<file path="src/source/cpuPkg.sv">
package cpuPkg;

	localparam int numRegs = 8;
	localparam int zeroFlag = 3; // alu flags are {zero, negative, carry, overflow}

	typedef logic [15:0] wordT;

	typedef enum logic [3:0] {
		opAdd  = 4'd0,
		opSub  = 4'd1,
		opAnd  = 4'd2,
		opOr   = 4'd3,
		opXor  = 4'd4,
		opShl  = 4'd5,
		opShr  = 4'd6,
		opAddi = 4'd7,
		opLd   = 4'd8,
		opSt   = 4'd9,
		opBeqz = 4'd10,
		opJal  = 4'd11,
		opJr   = 4'd12,
		opPush = 4'd13,
		opPop  = 4'd14,
		opHalt = 4'd15
	} opcodeT;

	// three views of the same instruction word
	typedef struct packed {
		opcodeT     opcode;
		logic [2:0] rd;
		logic [2:0] rs1;
		logic [2:0] rs2;
		logic [2:0] spare;
	} rFmtT;

	typedef struct packed {
		opcodeT     opcode;
		logic [2:0] rd;
		logic [2:0] rs1;
		logic [5:0] imm6;
	} iFmtT;

	typedef struct packed {
		opcodeT     opcode;
		logic [2:0] rd;
		logic [8:0] imm9;
	} jFmtT;

	typedef union packed {
		rFmtT r;
		iFmtT i;
		jFmtT j;
	} instrT;

	// first seven entries line up with the R-type opcodes
	typedef enum logic [2:0] {aluAdd, aluSub, aluAnd, aluOr, aluXor, aluShl, aluShr, aluPassA} aluOpT;

	typedef enum logic [1:0] {op1Rs1, op1Pc, op1Sp, op1Rd} op1SelT;
	typedef enum logic [1:0] {op2Rs2, op2Imm6, op2Imm9, op2One} op2SelT;
	typedef enum logic [1:0] {pcPlusOne, pcAlu, pcLr} pcSelT;
	typedef enum logic {wdAlu, wdMem} wdSelT;

	localparam wordT pcInit = 16'h0000;
	localparam wordT spInit = 16'h0100; // stack grows down from here

endpackage

</file>
<file path="src/source/alu.sv">
`timescale 1ns/1ps

module alu (
	input  cpuPkg::wordT  a,
	input  cpuPkg::wordT  b,
	input  cpuPkg::aluOpT op,
	output cpuPkg::wordT  result,
	output logic [3:0]    flags
);

	logic [16:0] wide; // bit 16 is carry or borrow out
	logic        overflow;

	always_comb begin
		case (op)
			cpuPkg::aluAdd: wide = {1'b0, a} + {1'b0, b};
			cpuPkg::aluSub: wide = {1'b0, a} - {1'b0, b}; // borrow lands in bit 16
			cpuPkg::aluAnd: wide = {1'b0, a & b};
			cpuPkg::aluOr:  wide = {1'b0, a | b};
			cpuPkg::aluXor: wide = {1'b0, a ^ b};
			cpuPkg::aluShl: wide = {1'b0, a} << b[3:0]; // last bit out becomes carry
			cpuPkg::aluShr: wide = {1'b0, a >> b[3:0]};
			default:        wide = {1'b0, a}; // passA
		endcase
	end

	assign result = wide[15:0];

	// signed overflow only means something for add and sub
	always_comb begin
		case (op)
			cpuPkg::aluAdd: overflow = (a[15] == b[15]) && (result[15] != a[15]);
			cpuPkg::aluSub: overflow = (a[15] != b[15]) && (result[15] != a[15]);
			default:        overflow = 1'b0;
		endcase
	end

	assign flags = {result == '0, result[15], wide[16], overflow};

endmodule

</file>
<file path="src/source/regBlock.sv">
`timescale 1ns/1ps

module regBlock (
	input  logic         Clock,
	input  logic         rstN,
	input  logic [2:0]   rs1,
	input  logic [2:0]   rs2,
	input  logic [2:0]   rd,
	output cpuPkg::wordT rd1,
	output cpuPkg::wordT rd2,
	output cpuPkg::wordT rdData,
	input  logic         we,
	input  cpuPkg::wordT wData
);

	cpuPkg::wordT regs [cpuPkg::numRegs];

	always_ff @(posedge Clock) begin
		if (!rstN) begin
			for (int i = 0; i < cpuPkg::numRegs; i++) begin
				regs[i] <= '0;
			end
		end else if (we) begin
			regs[rd] <= wData; // rd is the only write target
		end
	end

	assign rd1    = regs[rs1];
	assign rd2    = regs[rs2];
	assign rdData = regs[rd]; // store data and branch test

	// an X on the write enable would corrupt a register silently
	aWeKnown: assert property (@(posedge Clock) disable iff (!rstN) !$isunknown(we))
		else $error("regBlock write enable is unknown");

endmodule

</file>
<file path="src/source/specialReg.sv">
`timescale 1ns/1ps

module specialReg #(
	parameter type  dataT    = cpuPkg::wordT,
	parameter dataT resetVal = '0
) (
	input  logic Clock,
	input  logic rstN,
	input  logic we,
	input  dataT d,
	output dataT q
);

	always_ff @(posedge Clock) begin
		if (!rstN) begin
			q <= resetVal;
		end else if (we) begin
			q <= d; // otherwise hold
		end
	end

endmodule

</file>
<file path="src/source/datapath.sv">
`timescale 1ns/1ps

module datapath (
	input  logic            Clock,
	input  logic            rstN,
	input  cpuPkg::aluOpT   aluOp,
	input  cpuPkg::op1SelT  op1Sel,
	input  cpuPkg::op2SelT  op2Sel,
	input  cpuPkg::pcSelT   pcSel,
	input  cpuPkg::wdSelT   wdSel,
	input  logic            memAddrSel, // 1 selects PC for a fetch
	input  logic            pcWe,
	input  logic            spWe,
	input  logic            spDec,
	input  logic            lrWe,
	input  logic            irWe,
	input  logic            aluOutWe,
	input  logic            regWe,
	output cpuPkg::opcodeT  opcode,
	output logic            zero,
	output cpuPkg::wordT    memAddr,
	output cpuPkg::wordT    memWData,
	input  cpuPkg::wordT    memRData
);

	cpuPkg::instrT ir;
	cpuPkg::wordT  pc;
	cpuPkg::wordT  sp;
	cpuPkg::wordT  lr;
	cpuPkg::wordT  aluOut;
	cpuPkg::wordT  pcNext;
	cpuPkg::wordT  op1;
	cpuPkg::wordT  op2;
	cpuPkg::wordT  aluResult;
	cpuPkg::wordT  rd1;
	cpuPkg::wordT  rd2;
	cpuPkg::wordT  rdData;
	cpuPkg::wordT  imm6Ext;
	cpuPkg::wordT  imm9Ext;
	cpuPkg::wordT  intBus;
	cpuPkg::aluOpT aluOpEff;
	logic [3:0]    aluFlags;

	assign opcode  = ir.i.opcode;
	assign imm6Ext = {{10{ir.i.imm6[5]}}, ir.i.imm6};
	assign imm9Ext = {{7{ir.j.imm9[8]}}, ir.j.imm9};

	always_comb begin
		case (op1Sel)
			cpuPkg::op1Rs1: op1 = rd1;
			cpuPkg::op1Pc:  op1 = pc;
			cpuPkg::op1Sp:  op1 = sp;
			default:        op1 = rdData; // op1Rd
		endcase
		case (op2Sel)
			cpuPkg::op2Rs2:  op2 = rd2;
			cpuPkg::op2Imm6: op2 = imm6Ext;
			cpuPkg::op2Imm9: op2 = imm9Ext;
			default:         op2 = 16'd1;
		endcase
	end

	// stack updates take their direction from spDec
	assign aluOpEff = spWe ? (spDec ? cpuPkg::aluSub : cpuPkg::aluAdd) : aluOp;

	always_comb begin
		case (pcSel)
			cpuPkg::pcAlu: pcNext = aluOut; // branch or jump target
			cpuPkg::pcLr:  pcNext = lr;
			default:       pcNext = pc + 16'd1;
		endcase
	end

	assign intBus   = (wdSel == cpuPkg::wdMem) ? memRData : aluOut;
	assign memAddr  = memAddrSel ? pc : aluOut;
	assign memWData = rdData;
	assign zero     = aluFlags[cpuPkg::zeroFlag];

	regBlock iRegs (
		.Clock  (Clock),
		.rstN   (rstN),
		.rs1    (ir.i.rs1),
		.rs2    (ir.r.rs2),
		.rd     (ir.i.rd),
		.rd1    (rd1),
		.rd2    (rd2),
		.rdData (rdData),
		.we     (regWe),
		.wData  (intBus)
	);

	alu iAlu (
		.a      (op1),
		.b      (op2),
		.op     (aluOpEff),
		.result (aluResult),
		.flags  (aluFlags)
	);

	specialReg #(.dataT(cpuPkg::wordT), .resetVal(cpuPkg::pcInit)) pcReg (
		.Clock (Clock), .rstN (rstN), .we (pcWe), .d (pcNext), .q (pc)
	);

	specialReg #(.dataT(cpuPkg::wordT), .resetVal(cpuPkg::spInit)) spReg (
		.Clock (Clock), .rstN (rstN), .we (spWe), .d (aluResult), .q (sp)
	);

	// PC already points past the JAL when LR samples it
	specialReg #(.dataT(cpuPkg::wordT)) lrReg (
		.Clock (Clock), .rstN (rstN), .we (lrWe), .d (pc), .q (lr)
	);

	specialReg #(.dataT(cpuPkg::instrT)) irReg (
		.Clock (Clock), .rstN (rstN), .we (irWe), .d (cpuPkg::instrT'(memRData)), .q (ir)
	);

	specialReg #(.dataT(cpuPkg::wordT)) aluOutReg (
		.Clock (Clock), .rstN (rstN), .we (aluOutWe), .d (aluResult), .q (aluOut)
	);

endmodule

</file>
<file path="src/source/controlUnit.sv">
`timescale 1ns/1ps

module controlUnit (
	input  logic            Clock,
	input  logic            rstN,
	input  cpuPkg::opcodeT  opcode,
	input  logic            zero,
	input  logic            memReady,
	output cpuPkg::aluOpT   aluOp,
	output cpuPkg::op1SelT  op1Sel,
	output cpuPkg::op2SelT  op2Sel,
	output cpuPkg::pcSelT   pcSel,
	output cpuPkg::wdSelT   wdSel,
	output logic            memAddrSel,
	output logic            pcWe,
	output logic            spWe,
	output logic            spDec,
	output logic            lrWe,
	output logic            irWe,
	output logic            aluOutWe,
	output logic            regWe,
	output logic            memValid,
	output logic            memWrite,
	output logic            halted
);

	typedef enum logic [2:0] {sIdle, sFetch, sDecode, sExec, sMem, sWb, sHalted} stateT;

	stateT state;
	stateT nextState;

	always_ff @(posedge Clock) begin
		if (!rstN) begin
			state <= sIdle;
		end else begin
			state <= nextState;
		end
	end

	assign halted = (state == sHalted);

	always_comb begin
		nextState  = state;
		aluOp      = cpuPkg::aluAdd;
		op1Sel     = cpuPkg::op1Rs1;
		op2Sel     = cpuPkg::op2Rs2;
		pcSel      = cpuPkg::pcPlusOne;
		wdSel      = cpuPkg::wdAlu;
		memAddrSel = 1'b0;
		pcWe       = 1'b0;
		spWe       = 1'b0;
		spDec      = 1'b0;
		lrWe       = 1'b0;
		irWe       = 1'b0;
		aluOutWe   = 1'b0;
		regWe      = 1'b0;
		memValid   = 1'b0;
		memWrite   = 1'b0;
		case (state)
			sIdle: nextState = sFetch;
			sFetch: begin
				memValid   = 1'b1;
				memAddrSel = 1'b1;
				if (memReady) begin // IR and PC+1 on the transfer edge
					irWe      = 1'b1;
					pcWe      = 1'b1;
					nextState = sDecode;
				end
			end
			sDecode: nextState = (opcode == cpuPkg::opHalt) ? sHalted : sExec;
			sExec: begin
				nextState = sWb;
				aluOutWe  = 1'b1;
				case (opcode)
					cpuPkg::opAdd, cpuPkg::opSub, cpuPkg::opAnd, cpuPkg::opOr,
					cpuPkg::opXor, cpuPkg::opShl, cpuPkg::opShr:
						aluOp = cpuPkg::aluOpT'(opcode[2:0]);
					cpuPkg::opAddi: op2Sel = cpuPkg::op2Imm6;
					cpuPkg::opLd, cpuPkg::opSt: begin
						op2Sel    = cpuPkg::op2Imm6; // rs1 + imm6
						nextState = sMem;
					end
					cpuPkg::opBeqz: begin
						op1Sel = cpuPkg::op1Pc;
						op2Sel = cpuPkg::op2Imm6;
					end
					cpuPkg::opJal: begin
						op1Sel = cpuPkg::op1Pc;
						op2Sel = cpuPkg::op2Imm9;
						lrWe   = 1'b1;
					end
					cpuPkg::opJr: begin
						aluOutWe = 1'b0;
						pcSel    = cpuPkg::pcLr;
						pcWe     = 1'b1;
					end
					cpuPkg::opPush: begin
						op1Sel    = cpuPkg::op1Sp; // new SP is also the store address
						op2Sel    = cpuPkg::op2One;
						spWe      = 1'b1;
						spDec     = 1'b1;
						nextState = sMem;
					end
					cpuPkg::opPop: begin
						op1Sel    = cpuPkg::op1Sp;
						aluOp     = cpuPkg::aluPassA; // old SP as address
						nextState = sMem;
					end
					default: aluOutWe = 1'b0;
				endcase
			end
			sMem: begin
				memValid = 1'b1;
				memWrite = (opcode == cpuPkg::opSt) || (opcode == cpuPkg::opPush);
				wdSel    = cpuPkg::wdMem;
				op1Sel   = cpuPkg::op1Sp; // ALU is free, used for the POP increment
				op2Sel   = cpuPkg::op2One;
				if (memReady) begin
					regWe     = (opcode == cpuPkg::opLd) || (opcode == cpuPkg::opPop);
					spWe      = (opcode == cpuPkg::opPop);
					nextState = sFetch;
				end
			end
			sWb: begin
				nextState = sFetch;
				case (opcode)
					cpuPkg::opBeqz: begin
						op1Sel = cpuPkg::op1Rd;
						aluOp  = cpuPkg::aluPassA;
						pcSel  = cpuPkg::pcAlu;
						pcWe   = zero; // taken when rd is zero
					end
					cpuPkg::opJal: begin
						pcSel = cpuPkg::pcAlu;
						pcWe  = 1'b1;
					end
					default: regWe = (opcode <= cpuPkg::opAddi); // ALU and ADDI results
				endcase
			end
			default: nextState = sHalted; // stays here until reset
		endcase
	end

	// request must not change while memory stalls
	aReqHold: assert property (@(posedge Clock) disable iff (!rstN)
		memValid && !memReady |=> memValid && $stable(memWrite) && $stable(memAddrSel))
		else $error("memory request changed during a wait");

	aHaltQuiet: assert property (@(posedge Clock) disable iff (!rstN)
		halted |=> halted && !memValid)
		else $error("bus activity after halt");

	// a fetched word with X bits would send decode astray
	aOpcodeKnown: assert property (@(posedge Clock) disable iff (!rstN)
		state == sDecode |-> !$isunknown(opcode))
		else $error("unknown opcode in decode");

endmodule

</file>
<file path="src/source/cpuTop.sv">
`timescale 1ns/1ps

module cpuTop (
	input  logic         Clock,
	input  logic         rstN,
	output logic         memValid,
	output logic         memWrite,
	output cpuPkg::wordT memAddr,
	output cpuPkg::wordT memWData,
	input  logic         memReady,
	input  cpuPkg::wordT memRData,
	output logic         halted
);

	cpuPkg::opcodeT opcode;
	logic           zero;
	cpuPkg::aluOpT  aluOp;
	cpuPkg::op1SelT op1Sel;
	cpuPkg::op2SelT op2Sel;
	cpuPkg::pcSelT  pcSel;
	cpuPkg::wdSelT  wdSel;
	logic           memAddrSel;
	logic           pcWe;
	logic           spWe;
	logic           spDec;
	logic           lrWe;
	logic           irWe;
	logic           aluOutWe;
	logic           regWe;

	// port names match the wires one to one
	controlUnit iControl (.*);

	datapath iDatapath (.*);

endmodule

</file>
<file path="config.mk">
export PLATFORM = sky130hd
export DESIGN_NAME = cpuTop
export DESIGN_NICKNAME = d
export VERILOG_FILES = /design/src/source/cpuPkg.sv /design/src/source/alu.sv /design/src/source/regBlock.sv /design/src/source/specialReg.sv /design/src/source/datapath.sv /design/src/source/controlUnit.sv /design/src/source/cpuTop.sv
export SDC_FILE = /design/constraint.sdc
export NUM_CORES = 1
export LEC_CHECK = 0
export ABC_AREA = 1
export BUFFER_PORTS_ARGS = -buffer_cell sky130_fd_sc_hd__buf_4
export CAP_MARGIN = 20
export CORE_UTILIZATION = 30
export DETAILED_ROUTE_END_ITERATION = 6
export GPL_ROUTABILITY_DRIVEN = 0
export GPL_TIMING_DRIVEN = 0
export SETUP_SLACK_MARGIN = 0.15
export SKIP_LAST_GASP = 1
export SLEW_MARGIN = 30
export SYNTH_ARGS = -nofsm -noshare
export SYNTH_HDL_FRONTEND = slang
export SYNTH_SLANG_ARGS = --single-unit
export TNS_END_PERCENT = 100
</file>
<file path="constraint.sdc">
create_clock -name Clock -period 4.5 [get_ports Clock]
set_clock_uncertainty 0.2 [all_clocks]
set_input_delay 0.675 -clock Clock [delete_from_list [all_inputs] [get_ports Clock]]
set_output_delay 0.675 -clock Clock [all_outputs]
set_load 0.02 [all_outputs]
</file>
==> reports/metrics.cfg <==
[cells_and_area]
post-route-util=0.380
final_nets=2819
fillers=5786
antenna_cells=0
final_layout_size_suffix_gt1_frac=0.177
design_area_um2=20600
syn_to_final_growth_pct=24.2

[global_routing]
grt_usage=0.260
grt_max_degree=17
grt_pass1_wl_um=111000
antenna_found_initial=0
grt_pass1_vias=17761
gr-total-overflow=0

[placed_design]
dp_slack_ns=-1.73
dp_hpwl_um=54800
postPlaceCellArea_um2=18000
portBuffers=53

[route]
wl_per_cell_um=22.0
vias=19602
drc=0
via_per_inst=5.66
first_pass_iters=7
drt_first_iter_violations=3080
routed_wl_um=76100
final_antenna_net_count=0

[timing]
drv_slew=0
fin_ws_ns=-0.639
fmax_mhz=195
period_needed_ns=5.14
setup_viol=22
rsz0062_at_grt=yes
worst_pin_slew_ns=0.992
fin_crit_sh=1.14
finalHoldViolCount=0
relSlewSlack=0.334

[clock_network]
clockBufferDepth=3
numClockSinks=220
cts_inserted_buffers=24
cts_root_buffer=clkbuf_16
postCtsHoldBufs=0
cts_tree=done
cts_htree_levels=1
clkTransAtPathRegs_ns=0.07
clock_latency_ns=0.55

[setup_path]
path_common_cell=nand2_2
start_kind=flip-flop
worstSetupEndpointType=flip-flop
cp.buffers_inverters=6
r2r_cells=36
crit_fanout=10
cpMaxStageDelayCell=dfxtp_1
cp_top_family=simple AND/OR/NAND/NOR gates
required_ns=4.75
r2r-end=iDatapath.pcReg.q[13]$_SDFFE_PN0P_
timing_worst_setup_path_type=reg2reg
arrival_ns=5.39
cpPeakStageDelay_ns=0.31
r2r_slack_ns=-0.64

[status]
status=finished with violations
violations=negative setup slack

[synth]
netlist_instances=2567
synthFlopType=edfxtp_1
synthMuxAreaShare=0.00181
ys_seq_area_frac=0.343
synth_seq_cells=220
synth_compound_gate_area_share=0.184
ys_top_cells_by_area=edfxtp_1 23%, nand2_1 16%, dfxtp_1 11%, nand3_1 7.8%, a21oi_1 7.3%
synthArstFlopShare=0
synth_simple_gate_area_share=0.327
synthAdderAreaFrac=0.0404
synth_nets=2639
synth_edf_count=128
syn_area_per_cell_um2=6.47
ys_types=54
synth_xor_area_frac=0.0132
synth_top_family_by_area=simple AND/OR/NAND/NOR gates
ys_warn_count=0
synth_area_leader_cell=edfxtp_1
synth_area_um2=16600
synth_top_area_frac=0.232

[pwr]
p_per_area_nw_per_um2=613
power_leakage_nw=9.00
peakVddDrop_uv=368

[floorplan]
die_w_um=237
rows=85
dieArea_um2=56300
pin_count=54
coreArea_um2=54200
dieHeight_um=237
initial_core_util=0.306

[hold_path]
hp-class=in2reg
hold_end=iDatapath.irReg.q[1]$_SDFFE_PN0P_
holdPathStages=3
hp-start=memRData[1]

[job]
drv_cap=0

==> sequential cells by signal (all words and copies together) (netlist names), named ones only <==
signal                 cells
iControl.state             3
iDatapath.aluOutReg.q     16
iDatapath.iRegs.regs     128
iDatapath.irReg.q         16
iDatapath.lrReg.q         16
iDatapath.pcReg.q         16
iDatapath.spReg.q         16
==> kinds of logic (layout without fill, tap and decap cells) <==
| logic type | count (synthesis) | count (layout) |
|---|---|---|
| adder cells (fa/ha/maj) | 53 | 53 |
| AND/OR/NAND/NOR | 1311 | 1311 |
| AO/OA/AOI/OAI | 570 | 570 |
| XOR/XNOR | 25 | 25 |
| multiplexers | 3 | 3 |
| buffers and inverters | 385 | 583 |
| flip-flops | 220 | 220 |
==> timing repair <==
action                     CTS  global route
pin swaps                   67            45
resized for setup          203            99
setup endpoints to repair   44            42
cloned                       2             1
hold endpoints to repair     0             0
setup buffers               66            32
==> Yosys cell counts (10+ instances only) <==
cell type / number
xor2_1: 20
o211ai_1: 12
dfxtp_1: 92
buf_2: 42
a21oi_1: 243
o21ai_0: 235
clkbuf_1: 85
nand2_1: 687
inv_1: 218
edfxtp_1: 128
o21ai_1: 23
nor3_1: 13
nor2_2: 11
ha_1: 52
nand3_1: 259
a31oi_1: 12
inv_2: 23
nor2_1: 310
buf_1: 10
==> where the power goes <==
part / internal (mW) / switching, mW
Combinational: 2.82 / 5.31
Sequential: 2.27 / 0.157
Clock: 1.16 / 0.910
==> metal layers <==
layer / GRT usage / up-vias / wire length (um)
met3: 0.0505 / 290 / 9260
met1: 0.355 / 9061 / 30300
met5: 0 / - / 0
met2: 0.384 / 1383 / 31700
met4: 0.145 / 0 / 4860
li1: - / 8868 / -
==> worst max path at each step <==
stage,end,cells after the start,slack (ns)
2_1_floorplan,iDatapath.pcReg.q[10]$_SDFFE_PN0P_,43,-0.11
3_3_place_gp,iDatapath.pcReg.q[6]$_SDFFE_PN0P_,33,-1.74
3_5_place_dp,iDatapath.pcReg.q[14]$_SDFFE_PN0P_,33,-1.73
4_1_cts,iDatapath.pcReg.q[13]$_SDFFE_PN0P_,41,-0.47
5_1_grt,iDatapath.pcReg.q[13]$_SDFFE_PN0P_,37,-0.93
6_report,iDatapath.pcReg.q[13]$_SDFFE_PN0P_,36,-0.64
==> through the flow <==
stage / setup TNS, ns / instances / hold WS, ns / power (mW)
after floorplan: -1.26 / 2567 / 0.230 / 6.53
after global placement: -44.51 / 3316 / 0.264 / 8.69
after detailed placement: -44.14 / 3316 / 0.269 / 8.68
after CTS: -7.92 / 3428 / 0.166 / 11.7
after global routing: -17.26 / 3461 / 0.188 / 13.2
final: -11.35 / 3461 / 0.176 / 12.6
==> tightest hold or removal path, cell delays in order <==
cell and delay [ns]:
buf_4 0.09, nor2_1 0.04, nor2_1 0.08
==> cell usage in the layout, fill, tap and decap left out, types with 11 or more instances in the layout <==
cell type	netlist	layout
a21oi_1	243	230
a21oi_2	3	13
a31oi_1	12	12
buf_2	42	24
buf_4	3	156
buf_6	1	12
clkbuf_1	85	48
clkbuf_16	0	27
clkbuf_2	0	30
dfxtp_1	92	84
edfxtp_1	128	128
ha_1	52	43
inv_1	218	208
inv_2	23	23
nand2_1	687	644
nand2_2	6	37
nand2_4	2	11
nand3_1	259	247
nor2_1	310	292
nor2_2	11	17
nor2_4	4	16
nor3_1	13	11
o211ai_1	12	12
o21ai_0	235	214
o21ai_1	23	23
o21ai_2	0	20
xor2_1	20	20
==> cell type report <==
cell class                      count  area (um2)  area share
Multi-Input combinational cell   1962       10200       0.493
Sequential cell                   220        5700       0.277
Timing Repair Buffer              154        1260      0.0611
Inverter                          244         957      0.0464
Tap cell                          696         871      0.0422
Buffer                            141         863      0.0419
Clock buffer                       32         703      0.0341
Clock inverter                     12        97.6     0.00473
No activity file was read; power rests on OpenSTA's default activity.
